[src/rtl/dma_stats_config.svh]
`ifndef DMA_STATS_CONFIG_SVH
`define DMA_STATS_CONFIG_SVH

// width of every event counter. the counters wrap silently at this width.
`define DMA_CNT_BITS 32

// width of each outstanding-request gauge.
// the gauges saturate instead of wrapping.
`define DMA_GAUGE_BITS 8

// number of register-slice stages on the statistics record.
// one stage means the record leaves straight from the counters.
// each extra stage adds one cycle of latency toward the readout.
`define DMA_STATS_DELAY 2

`endif

[src/rtl/dma_stats_pkg.sv]
`include "dma_stats_config.svh"

package dma_stats_pkg;

  localparam int DMA_NUM_EVENTS = 6; // one bit per event kind in the captured vector.

  // position of each event in the captured strobe vector.
  // the counter array in the stats stage uses the same order.
  typedef enum logic [2:0] {
    EV_RD_REQ  = 3'd0, // host read request issued.
    EV_WR_REQ  = 3'd1, // host write request issued.
    EV_RD_DONE = 3'd2, // read completion returned.
    EV_WR_DONE = 3'd3, // write completion returned.
    EV_AXIS_RD = 3'd4, // one streaming beat toward the card.
    EV_AXIS_WR = 3'd5  // one streaming beat toward the host.
  } dma_event_e;

  // the full statistics record as it leaves the counting stage.
  typedef struct packed {
    logic [`DMA_CNT_BITS-1:0]   rd_req;
    logic [`DMA_CNT_BITS-1:0]   wr_req;
    logic [`DMA_CNT_BITS-1:0]   rd_done;
    logic [`DMA_CNT_BITS-1:0]   wr_done;
    logic [`DMA_CNT_BITS-1:0]   axis_rd;
    logic [`DMA_CNT_BITS-1:0]   axis_wr;
    logic [`DMA_GAUGE_BITS-1:0] rd_outstanding; // read requests still waiting.
    logic [`DMA_GAUGE_BITS-1:0] wr_outstanding; // write requests still waiting.
    logic                       rd_err;         // sticky, set on overflow or underflow.
    logic                       wr_err;
  } dma_stat_t;

endpackage

[src/rtl/dma_reg_pkg.sv]
`include "dma_stats_config.svh"

package dma_reg_pkg;

  localparam int DMA_REG_ADDR_BITS = 4; // sixteen addresses, only eight are mapped.

  // host visible register map.
  typedef enum logic [DMA_REG_ADDR_BITS-1:0] {
    REG_RD_REQ  = 4'd0,
    REG_WR_REQ  = 4'd1,
    REG_RD_DONE = 4'd2,
    REG_WR_DONE = 4'd3,
    REG_AXIS_RD = 4'd4,
    REG_AXIS_WR = 4'd5,
    REG_GAUGES  = 4'd6, // both gauges packed into the low half.
    REG_ERRORS  = 4'd7  // the two sticky error flags.
  } dma_reg_addr_e;

  // field placement inside the gauge register.
  localparam int REG_GAUGE_RD_LSB = 0;
  localparam int REG_GAUGE_WR_LSB = `DMA_GAUGE_BITS;

  // bit placement inside the error register.
  localparam int REG_ERR_RD_BIT = 0;
  localparam int REG_ERR_WR_BIT = 1;

endpackage

[src/rtl/dma_event_capture.sv]
`timescale 1ns/1ps

module dma_event_capture (
  input  logic                                     aclk,
  input  logic                                     aresetn,

  input  logic                                     dma_rd_req,
  input  logic                                     dma_rd_done,
  input  logic                                     dma_wr_req,
  input  logic                                     dma_wr_done,
  input  logic                                     axis_rd,
  input  logic                                     axis_wr,

  input  logic                                     rd_gauge_zero, // read gauge empty after this edge.
  input  logic                                     wr_gauge_zero, // write gauge empty after this edge.

  output logic [dma_stats_pkg::DMA_NUM_EVENTS-1:0] ev,
  output logic                                     rd_underflow,
  output logic                                     wr_underflow
);

  import dma_stats_pkg::*;

  // the gauge_zero inputs already include every event captured earlier, so a
  // completion seen here is judged against the gauge as it will stand once the
  // pending updates have landed.
  // a completion that arrives on the same edge as its own request is still
  // counted as an underflow, because the request has not been counted yet.

  always_ff @(posedge aclk) begin
    if (!aresetn) begin
      ev           <= '0;
      rd_underflow <= 1'b0;
      wr_underflow <= 1'b0;
    end else begin
      ev[EV_RD_REQ]  <= dma_rd_req; // requests are always accepted.
      ev[EV_WR_REQ]  <= dma_wr_req;
      ev[EV_AXIS_RD] <= axis_rd;    // streaming beats carry no ordering rule.
      ev[EV_AXIS_WR] <= axis_wr;

      // completions pass only when something is outstanding.
      ev[EV_RD_DONE] <= dma_rd_done & ~rd_gauge_zero;
      ev[EV_WR_DONE] <= dma_wr_done & ~wr_gauge_zero;

      // an orphan completion becomes an error pulse instead.
      rd_underflow   <= dma_rd_done & rd_gauge_zero;
      wr_underflow   <= dma_wr_done & wr_gauge_zero;
    end
  end

endmodule

[src/rtl/dma_stats.sv]
`timescale 1ns/1ps

`include "dma_stats_config.svh"

module dma_stats (
  input  logic                                     aclk,
  input  logic                                     aresetn,

  input  logic                                     clear,        // zeroes every statistic.
  input  logic [dma_stats_pkg::DMA_NUM_EVENTS-1:0] ev,           // captured event strobes.
  input  logic                                     rd_underflow,
  input  logic                                     wr_underflow,

  output logic                                     rd_gauge_zero,
  output logic                                     wr_gauge_zero,
  output dma_stats_pkg::dma_stat_t                 stats
);

  import dma_stats_pkg::*;

  localparam logic [`DMA_GAUGE_BITS-1:0] GAUGE_MAX = {`DMA_GAUGE_BITS{1'b1}};

  logic [`DMA_CNT_BITS-1:0]   cnt [DMA_NUM_EVENTS]; // indexed by dma_event_e.
  logic [`DMA_GAUGE_BITS-1:0] rd_gauge;
  logic [`DMA_GAUGE_BITS-1:0] wr_gauge;
  logic [`DMA_GAUGE_BITS-1:0] rd_gauge_nxt;
  logic [`DMA_GAUGE_BITS-1:0] wr_gauge_nxt;
  logic                       rd_err_flag;
  logic                       wr_err_flag;
  logic                       rd_sat_req;           // read request hitting a full gauge.
  logic                       wr_sat_req;
  logic                       clear_q;              // clear aligned with the captured events.
  dma_stat_t                  slice [`DMA_STATS_DELAY];

  // one step of a gauge. up and down together leave it unchanged.
  function automatic logic [`DMA_GAUGE_BITS-1:0] gauge_step(
    input logic [`DMA_GAUGE_BITS-1:0] g,
    input logic                       up,
    input logic                       down
  );
    if (up && !down && g != GAUGE_MAX) begin
      return g + 1'b1;
    end else if (down && !up && g != '0) begin
      return g - 1'b1;
    end
    return g; // saturated, idle, or balanced.
  endfunction

  always_comb begin
    rd_gauge_nxt = clear_q ? '0 : gauge_step(rd_gauge, ev[EV_RD_REQ], ev[EV_RD_DONE]);
    wr_gauge_nxt = clear_q ? '0 : gauge_step(wr_gauge, ev[EV_WR_REQ], ev[EV_WR_DONE]);
  end

  // capture judges completions against the gauge after this edge.
  assign rd_gauge_zero = (rd_gauge_nxt == '0);
  assign wr_gauge_zero = (wr_gauge_nxt == '0);

  assign rd_sat_req = ev[EV_RD_REQ] & ~ev[EV_RD_DONE] & (rd_gauge == GAUGE_MAX);
  assign wr_sat_req = ev[EV_WR_REQ] & ~ev[EV_WR_DONE] & (wr_gauge == GAUGE_MAX);

  always_ff @(posedge aclk) begin
    if (!aresetn) begin
      for (int i = 0; i < DMA_NUM_EVENTS; i++) begin
        cnt[i] <= '0;
      end
      rd_gauge    <= '0;
      wr_gauge    <= '0;
      rd_err_flag <= 1'b0;
      wr_err_flag <= 1'b0;
      clear_q     <= 1'b0;
    end else begin
      clear_q  <= clear;        // delayed so it meets the strobes sampled with it.
      rd_gauge <= rd_gauge_nxt; // clear is already folded into the next value.
      wr_gauge <= wr_gauge_nxt;
      if (clear_q) begin
        for (int i = 0; i < DMA_NUM_EVENTS; i++) begin
          cnt[i] <= '0;
        end
        rd_err_flag <= 1'b0;
        wr_err_flag <= 1'b0;
      end else begin
        for (int i = 0; i < DMA_NUM_EVENTS; i++) begin
          if (ev[i]) begin
            cnt[i] <= cnt[i] + 1'b1; // wraps at the counter width.
          end
        end
        rd_err_flag <= rd_err_flag | rd_underflow | rd_sat_req;
        wr_err_flag <= wr_err_flag | wr_underflow | wr_sat_req;
      end
    end
  end

  // stage zero of the slice is the live state, later stages are plain flops.
  always_comb begin
    slice[0].rd_req         = cnt[EV_RD_REQ];
    slice[0].wr_req         = cnt[EV_WR_REQ];
    slice[0].rd_done        = cnt[EV_RD_DONE];
    slice[0].wr_done        = cnt[EV_WR_DONE];
    slice[0].axis_rd        = cnt[EV_AXIS_RD];
    slice[0].axis_wr        = cnt[EV_AXIS_WR];
    slice[0].rd_outstanding = rd_gauge;
    slice[0].wr_outstanding = wr_gauge;
    slice[0].rd_err         = rd_err_flag;
    slice[0].wr_err         = wr_err_flag;
  end

  for (genvar s = 1; s < `DMA_STATS_DELAY; s++) begin : g_slice
    always_ff @(posedge aclk) begin
      slice[s] <= slice[s-1];
    end
  end

  assign stats = slice[`DMA_STATS_DELAY-1];

  // capture must never hand over a completion for an empty gauge.
  a_rd_gauge_no_wrap : assert property (
    @(posedge aclk) disable iff (!aresetn)
    (ev[EV_RD_DONE] && !ev[EV_RD_REQ] && !clear_q) |-> (rd_gauge != '0)
  );

  a_wr_gauge_no_wrap : assert property (
    @(posedge aclk) disable iff (!aresetn)
    (ev[EV_WR_DONE] && !ev[EV_WR_REQ] && !clear_q) |-> (wr_gauge != '0)
  );

endmodule

[src/rtl/dma_stats_readout.sv]
`timescale 1ns/1ps

`include "dma_stats_config.svh"

module dma_stats_readout (
  input  logic                          aclk,
  input  logic                          aresetn,

  input  dma_stats_pkg::dma_stat_t      stats,   // record from the counting stage.

  input  logic                          rd_en,   // one read per cycle it is high.
  input  dma_reg_pkg::dma_reg_addr_e    rd_addr,
  output logic [`DMA_CNT_BITS-1:0]      rd_data,
  output logic                          rd_valid,
  output logic                          rd_err   // unmapped address.
);

  import dma_reg_pkg::*;

  logic [`DMA_CNT_BITS-1:0] sel_data;
  logic                     sel_err;

  // combinational decode of the register map.
  always_comb begin
    sel_data = '0;
    sel_err  = 1'b0;
    case (rd_addr)
      REG_RD_REQ:  sel_data = stats.rd_req;
      REG_WR_REQ:  sel_data = stats.wr_req;
      REG_RD_DONE: sel_data = stats.rd_done;
      REG_WR_DONE: sel_data = stats.wr_done;
      REG_AXIS_RD: sel_data = stats.axis_rd;
      REG_AXIS_WR: sel_data = stats.axis_wr;
      REG_GAUGES: begin
        sel_data[REG_GAUGE_RD_LSB +: `DMA_GAUGE_BITS] = stats.rd_outstanding;
        sel_data[REG_GAUGE_WR_LSB +: `DMA_GAUGE_BITS] = stats.wr_outstanding;
      end
      REG_ERRORS: begin
        sel_data[REG_ERR_RD_BIT] = stats.rd_err;
        sel_data[REG_ERR_WR_BIT] = stats.wr_err;
      end
      default: sel_err = 1'b1; // data stays zero.
    endcase
  end

  // the valid and error strobes follow each read by one cycle.
  always_ff @(posedge aclk) begin
    if (!aresetn) begin
      rd_valid <= 1'b0;
      rd_err   <= 1'b0;
    end else begin
      rd_valid <= rd_en;           // exactly one pulse per read.
      rd_err   <= rd_en & sel_err;
    end
  end

  // the data word only changes when a read is taken.
  always_ff @(posedge aclk) begin
    if (rd_en) begin
      rd_data <= sel_data;
    end
  end

endmodule

[src/rtl/dma_stats_top.sv]
`timescale 1ns/1ps

`include "dma_stats_config.svh"

module dma_stats_top (
  input  logic                       aclk,
  input  logic                       aresetn,

  // raw event strobes from the DMA engine, one count per high cycle.
  input  logic                       dma_rd_req,
  input  logic                       dma_rd_done,
  input  logic                       dma_wr_req,
  input  logic                       dma_wr_done,
  input  logic                       axis_rd,
  input  logic                       axis_wr,

  input  logic                       clear,

  // host register port.
  input  logic                       rd_en,
  input  dma_reg_pkg::dma_reg_addr_e rd_addr,
  output logic [`DMA_CNT_BITS-1:0]   rd_data,
  output logic                       rd_valid,
  output logic                       rd_err
);

  import dma_stats_pkg::*;

  logic [DMA_NUM_EVENTS-1:0] ev;
  logic                      rd_underflow;
  logic                      wr_underflow;
  logic                      rd_gauge_zero; // fed back from counting to capture.
  logic                      wr_gauge_zero;
  dma_stat_t                 stats;

  // stage 1.
  dma_event_capture i_capture (
    .aclk          (aclk),
    .aresetn       (aresetn),
    .dma_rd_req    (dma_rd_req),
    .dma_rd_done   (dma_rd_done),
    .dma_wr_req    (dma_wr_req),
    .dma_wr_done   (dma_wr_done),
    .axis_rd       (axis_rd),
    .axis_wr       (axis_wr),
    .rd_gauge_zero (rd_gauge_zero),
    .wr_gauge_zero (wr_gauge_zero),
    .ev            (ev),
    .rd_underflow  (rd_underflow),
    .wr_underflow  (wr_underflow)
  );

  // stage 2, counters and the delay slice.
  dma_stats i_stats (
    .aclk          (aclk),
    .aresetn       (aresetn),
    .clear         (clear),
    .ev            (ev),
    .rd_underflow  (rd_underflow),
    .wr_underflow  (wr_underflow),
    .rd_gauge_zero (rd_gauge_zero),
    .wr_gauge_zero (wr_gauge_zero),
    .stats         (stats)
  );

  // stage 3.
  dma_stats_readout i_readout (
    .aclk     (aclk),
    .aresetn  (aresetn),
    .stats    (stats),
    .rd_en    (rd_en),
    .rd_addr  (rd_addr),
    .rd_data  (rd_data),
    .rd_valid (rd_valid),
    .rd_err   (rd_err)
  );

endmodule

[config.mk]
export PLATFORM = sky130hd
export DESIGN_NAME = dma_stats_top
export DESIGN_NICKNAME = d
export VERILOG_FILES = /design/src/rtl/dma_stats_pkg.sv /design/src/rtl/dma_reg_pkg.sv /design/src/rtl/dma_event_capture.sv /design/src/rtl/dma_stats.sv /design/src/rtl/dma_stats_readout.sv /design/src/rtl/dma_stats_top.sv
export VERILOG_INCLUDE_DIRS = /design/src /design/src/rtl
export SDC_FILE = /design/constraint.sdc
export NUM_CORES = 1
export LEC_CHECK = 0
export BUFFER_PORTS_ARGS = -buffer_cell sky130_fd_sc_hd__buf_2
export CAP_MARGIN = 0
export CORE_ASPECT_RATIO = 0.5
export CORE_MARGIN = 2
export CORE_UTILIZATION = 45
export DETAILED_ROUTE_END_ITERATION = 10
export PLACE_DENSITY = 0.61
export SLEW_MARGIN = 20
export SYNTH_ARGS = -nofsm -noshare
export SYNTH_HDL_FRONTEND = slang
export SYNTH_SLANG_ARGS = --single-unit
[constraint.sdc]
create_clock -name aclk -period 3.4 [get_ports aclk]
set_input_delay 0.17 -clock aclk [delete_from_list [all_inputs] [get_ports aclk]]
set_output_delay 0.17 -clock aclk [all_outputs]
set_load 0.05 [all_outputs]
* After elaboration in Yosys (flattened, before gate mapping) *
Memory sizes are Yosys's and may differ from the RTL's. A register that Yosys moved wholly into a read port is not among the register bits.
Cells that the tools add are included.
Widths: inputs -> output; s select.

cells by class
  add/subtract/negate cells = 10
  equality and inequality tests = 11
  muxes and demuxes = 56
  bitwise logic cells = 30
  reductions and logical operators = 19

operators by type and width
  operator               number
  $mux 32                12
  $add 32x1->32 const B  6
  $pmux 14 s7            1
  $pmux 16 s6            1
  $mux 8                 8
  $mux 1                 33
  $add 8x1->8 const B    2
  $eq 4x3->1 const B     4
  $eq 8x8->1 const B     2
  $logic_not 8->1        2
  $ne 8x8->1 const B     2
  $or 1x1->1             16
  $pmux 2 s8             1
  $reduce_bool 8->1      2
  $sub 8x1->8 const B    2
  $and 1x1->1            9
  $eq 4x2->1 const B     2
  $logic_and 1x1->1      8
  $reduce_or 8->1        1
  $not 1->1              5
  $eq 4x1->1 const B     1
  $logic_not 1->1        4
  $logic_not 4->1        1
  $reduce_or 2->1        1

storage, ports and cells
  register bits = 79
  RAM bits = 192
  output and inout port bits = 34
  word-level logic and storage cells = 142
  memories kept = 1

memory list
  name         depth  width  rd ports  clocked after Yosys merged registers in  write ports  line             text
  i_stats.cnt  6      32     12        6                                        6            dma_stats.sv:23  logic [`DMA_CNT_BITS-1:0] cnt [DMA_NUM_EVENTS];

* Logic depth before layout (Yosys ltp) *
  depth after elaboration = 10
  depth in mapped cells = 10
  gate-level depth less buffers = 10

* Cells and area by module *
From an unflattened synthesis, not the netlist that was laid out.

unflattened totals
  cell total of the unflattened synthesis = 1801
  area, all modules = 20239.4 µm²

modules (own cells, without submodules)
  module             times used  cells each  area an instance (µm²)
  dma_stats          1           1516        17285.3
  dma_stats_readout  1           269         2733.9
  dma_event_capture  1           16          220.2

* Worst setup path before layout *
Ideal clock, no wire load.

  kind = reg2reg
  start point = reg i_stats.wr_gauge[4]
  end point = reg i_capture.wr_underflow
  library setup time = 103 ps
  arrival = 2564 ps
  setup slack = 733 ps
  cell stages (with the launch flop) = 11
  period minus slack after synthesis = 2667 ps
  cell sequence = dfxtp_1 nand4_1 o21ai_2 inv_1 fa_1 nand2b_1 a21oi_1 xor2_1 nor4b_1 a211oi_1 a2111oi_2

between the ends
  longest elaborated chain between the ends = 8
  elaborated cells between the ends (all ways) = 14
  classes of those cells = add/sub: 2; eq/ne: 1; mux: 6; bitwise: 1; reduce/logical: 4

ends and longest elaborated chain
  element                                                              line                     text
  from (decl)                                                          dma_stats.sv:25          logic [`DMA_GAUGE_BITS-1:0] wr_gauge;
  from (signal assigned)                                               dma_stats.sv:74          wr_gauge <= wr_gauge_nxt;
  parallel branches: the longest is 4 deep, another holds $sub 8x1->8  -
  $mux 8 (*)                                                           dma_stats.sv:46          return g;
  $mux 8 (*)                                                           dma_stats.sv:51          wr_gauge_nxt = clear_q ? '0 : gauge_step(wr_gauge, ev[EV_WR_REQ], ev[EV_WR_DONE]);
  $logic_not 8->1 (*)                                                  dma_stats.sv:56          assign wr_gauge_zero = (wr_gauge_nxt == '0);
  $and 1x1->1 (*)                                                      dma_event_capture.sv:47  wr_underflow <= dma_wr_done & wr_gauge_zero;
  to (signal assigned)                                                 dma_event_capture.sv:47
  to (decl)                                                            dma_event_capture.sv:19  output logic wr_underflow

Every way passes the cells marked *. The select of a mux whose other input is x is not followed.
A chain may end at the register's enable or synchronous reset.

* Worst setup path after layout *
  start point = reg i_stats.wr_gauge[7]
  end point = reg i_capture.wr_underflow

The elaborated chain is that of the path after synthesis.

==> flow_summary.rst <==
.. list-table::
   :header-rows: 1

   * - Metric
     - Value
   * - Routed Wire Length
     - 42,840 um
   * - Final core utilization
     - a little over half
   * - Leading cell type in the layout, fill and taps excluded
     - dfxtp_1
   * - Summed negative setup slack over all endpoints
     - 0 ns
   * - Count of flip-flops with a built-in enable after synthesis
     - 224
   * - Number of top-level pins
     - 48
   * - Post-detail-place hpwl
     - approximately 30,000 um
   * - Met1 Track Usage GR
     - between 30% and 40%
   * - Clk pin slew, worst setup/hold paths
     - around 0.060 ns
   * - Number of max-slew violations in the final report
     - 0
   * - Switching share of power
     - 24.35%
   * - DR vias
     - about 12,000
   * - Post-synthesis net count
     - between 1,500 and 2,000
   * - Critical path start-end classification
     - flop to flop
   * - Final worst path period share
     - 87.71%
   * - Final Instance Area
     - just over 0.02 mm^2
   * - Number of levels in the clock H-tree
     - 2
   * - Met2 layer usage reported by global route
     - between 30% and 40%
   * - Dominant combinational cell family by area after synthesis
     - simple AND/OR/NAND/NOR gates
   * - Worst Setup SP
     - i_stats.wr_gauge[7]$_SDFF_PN0_
   * - Library cell appearing most often on the critical path
     - a211oi_1
   * - Area share of the largest cell type after synthesis
     - roughly 37%
   * - Sequential group share of total power
     - 53.3%
   * - Compound-gate portion of the synthesized area
     - about 7.3%
   * - Number of design-rule violations left by the first detailed-router iteration
     - 1,089
   * - Buffer and inverter count on the worst path
     - 1
   * - Shortest clock period the worst path allows after layout
     - roughly 3 ns
   * - Root buffer cell
     - clkbuf_16
   * - Portion of total power attributed to combinational logic
     - 8.0%
   * - Cell area after technology mapping
     - ~0.018 mm^2
   * - Setup violators final
     - 0
   * - Hold Path Class
     - input pin to flop
   * - Post-synth top area cell
     - edfxtp_1
   * - Max-slew headroom
     - just under 40%
   * - Top_reg_cell synth
     - dfxtp_1
   * - Iteration count of the initial detailed-routing pass
     - 5
   * - Yosys warning count
     - 0
   * - Net switching power of the design
     - 3042 uW
   * - Count of different cell masters after synthesis
     - 66
   * - VDD IR-drop max
     - around 0.00035 V
   * - Wire length of the first global-routing pass
     - between 60,000 and 70,000 um
   * - Worst clock skew
     - a little under 0.04 ns
   * - Area Growth Syn to Fin
     - 13.48%
   * - Instance count of the mapped netlist
     - approximately 1,600
   * - Post-cts hold buffer count
     - 8
   * - Critical register-to-register path startpoint
     - i_stats.wr_gauge[7]$_SDFF_PN0_
   * - CORE AREA
     - 0.03931 mm^2
   * - Highest cell delay on the worst timing path
     - between 0.4 and 0.5 ns
   * - Required arrival time at the worst endpoint
     - about 3.8 ns
   * - Synth Area in XOR/XNOR
     - under 10%
   * - Startpoint Class
     - flop
   * - TritonCTS clock tree
     - done
   * - TritonCTS sink count
     - between 400 and 500
   * - Total GRT Usage
     - 20.63%
   * - Die height
     - 145.9 um
   * - Site Rows
     - between 50 and 60
   * - Count of buffers added by post-CTS timing repair for setup
     - 0
   * - Die area
     - approximately 0.042 mm^2
   * - Starting density of the core
     - around 46%
   * - Post-route antenna net violation count
     - 0
   * - List of cells traversed by the critical path
     - nand4_1 -> o21ai_2 -> buf_4 -> ha_1 -> a211oi_1 -> nor2_1 -> xor2_1 -> nor4b_1 -> a211oi_1 -> a2111oi_2
   * - Status
     - finished, final reports clean
   * - Least-Margin Pin Slew
     - 0.9199 ns
   * - Synthesized-area fraction occupied by and/or/nand/nor cells
     - 17.07%
   * - Fraction of final layout cells sized beyond drive strength 1
     - 10.20%
   * - Detailed-route vias per instance
     - 5.492
   * - Final hold violations
     - 0
   * - Cell at the slowest stage of the critical path
     - dfxtp_1
   * - Avg Cell Area, Syn
     - 11.62 um^2
   * - Number of maximum-capacitance constraint violations
     - 0
   * - Grt total ovfl
     - 0
   * - Share of flip-flops with an asynchronous set or reset after synthesis
     - 0%
   * - Gp weighted congestion
     - approximately 0.89
   * - RSZ-0062 raised after global routing
     - no
   * - Number of buffers created by CTS
     - 40
   * - Ranking of synthesized cells by area
     - edfxtp_1 37%, dfxtp_1 26%, xor2_1 5.2%
   * - CP endpoint kind
     - flop
   * - Placed Instances
     - roughly 2,100
   * - Non-Filler Instances
     - 2,196
   * - Number of gates resized after CTS
     - 0
   * - Worst min-delay path startpoint
     - aresetn
   * - Endpoint arrival time on the critical path
     - 3.41 ns
   * - Post-DP Area
     - ~0.019 mm^2
   * - Multiplexer share of the synthesized area
     - less than 1%
   * - Antenna violations before repair
     - 0
   * - Post-synthesis adder-cell area fraction
     - between 1 and 1.5%
   * - Final Net Count
     - between 1,500 and 2,000
   * - Leakage component of the power
     - 0.007355 uW
   * - IO buf count
     - 47
   * - Most used routing layer
     - met2
   * - Worst setup slack for register-to-register paths
     - approximately 0.42 ns
   * - Total power divided by cell area
     - slightly above 600 mW/mm^2
   * - # DRC
     - 0
   * - Cell-internal power
     - between 9000 and 10,000 uW
   * - Global Route met3 Usage
     - approximately 2.9%
   * - Clk network pwr share
     - around two fifths
   * - Maximum buffer depth of the clock tree
     - 3
   * - Highest net fanout along the worst path
     - 7
   * - Proportion of synthesized chip area in sequential cells
     - between 60% and 70%
   * - Total inserted antenna cells
     - 0
   * - Maximum number of pins on one net before global-route repair
     - 35
   * - Max Clock Freq
     - 335.3 MHz
   * - Clk Latency, worst-skew pair
     - ~0.56 ns
   * - Routed wire length per instance
     - just under 20 um
   * - Worst path top cell family by delay
     - compound AO/OA/AOI/OAI gates
   * - Most frequent cells in the layout
     - 239 x dfxtp_1, 224 x nor2_1, 224 x edfxtp_1, 107 x xor2_1, 105 x nand3_1
   * - X dimension of the die
     - about 290 um
   * - Via count of the first global-routing pass
     - about 12,000
   * - Register bit count reported by yosys
     - roughly 460
## cell usage after synthesis, drive strengths merged (2+ instances only)
library cell  instances
nor3b                 3
and3                 34
nor2                225
mux2i                11
inv                  25
and2                 15
o2111a                2
o21bai                2
a22oi                80
edfxtp              224
a311oi                2
or2                   3
a222oi                6
fa                    2
nor4                 15
nor2b                10
a31oi                 3
ha                   18
buf                   3
o21ai                35
o21a                  3
xnor2                68
dfxtp               239
o211ai                4
nand4                40
a21oi                32
and4                 18
nand2b               12
nand3               105
or3                  24
a211oi                8
or4                   2
nand2                91
clkbuf               49
nor3                 25
xor2                107
## cell families (layout without fill, tap and decap cells)
group,count (synthesis),in the layout
muxes,11,11
and+or+nand+nor,627,627
buffers and inverters,77,183
AOI/OAI and AO/OA,187,187
DFF,463,463
adders and majority gates,20,20
xor gates and xnor gates,175,175
## metrics by stage
stage / hold WS [ns] / setup WS (ns) / power [uW]
floorplan: 0.2825 / 0.7327 / 7384
global placement: 0.3505 / 0.4625 / 7746
detailed placement: 0.3499 / 0.4418 / 7767
CTS: 0.02072 / 0.4071 / 12580
global route: 0.04613 / 0.09221 / 12970
finish: 0.04334 / 0.4179 / 12490
## area by class of cell
| cell class | instances | area, um^2 |
|---|---|---|
| tap | 530 | 663.1 |
| clock inverter | 15 | 173.9 |
| sequential | 463 | 11510 |
| inverter | 25 | 93.84 |
| clock buffer | 58 | 1235 |
| fill | 3467 | 18740 |
| multi-input combinational | 1020 | 6349 |
| timing repair buffer | 85 | 540.5 |
## final timing paths
kind | to | cells after the start
min | i_capture.rd_underflow$_SDFF_PN0_ | 2
max reg2reg | i_capture.wr_underflow$_SDFF_PN0_ | 10
min reg2reg | i_stats.stats[0]$_DFF_P_ | 0
max | i_capture.wr_underflow$_SDFF_PN0_ | 10
## per-layer routing
layer / wire, um / share of wire (%)
met1: 19900 / 46
met2: 19760 / 46
met3: 2438 / 5.7
met4: 742 / 1.7
met5: 0 / 0
## worst reg2reg max path: cells and delay by family (launching register included)
kind	cells	cell delay [ns]
AOI/OAI and AO/OA	4	1.08
xor gates and xnor gates	1	0.17
adders and majority gates	1	0.23
DFF	1	0.46
and+or+nand+nor	3	0.73
buffers and inverters	1	0.21
## flip-flops by register name, summed over array words and instances (netlist names), 6 cells and up
| name | count |
|---|---|
| i_readout.rd_data | 32 |
| i_stats.cnt | 192 |
| i_stats.rd_gauge | 8 |
| i_stats.stats | 210 |
| i_capture.ev | 6 |
| i_stats.wr_gauge | 8 |
## power groups by stage
stage,Combinational [uW],Sequential (uW),Clock (uW)
after floorplan,655,6730,0
after global placement,980,6770,0
after detailed placement,988,6780,0
after CTS,1000,6660,4920
after global routing,1100,6710,5160
final,999,6660,4830
(Power assumes the default switching activity.)
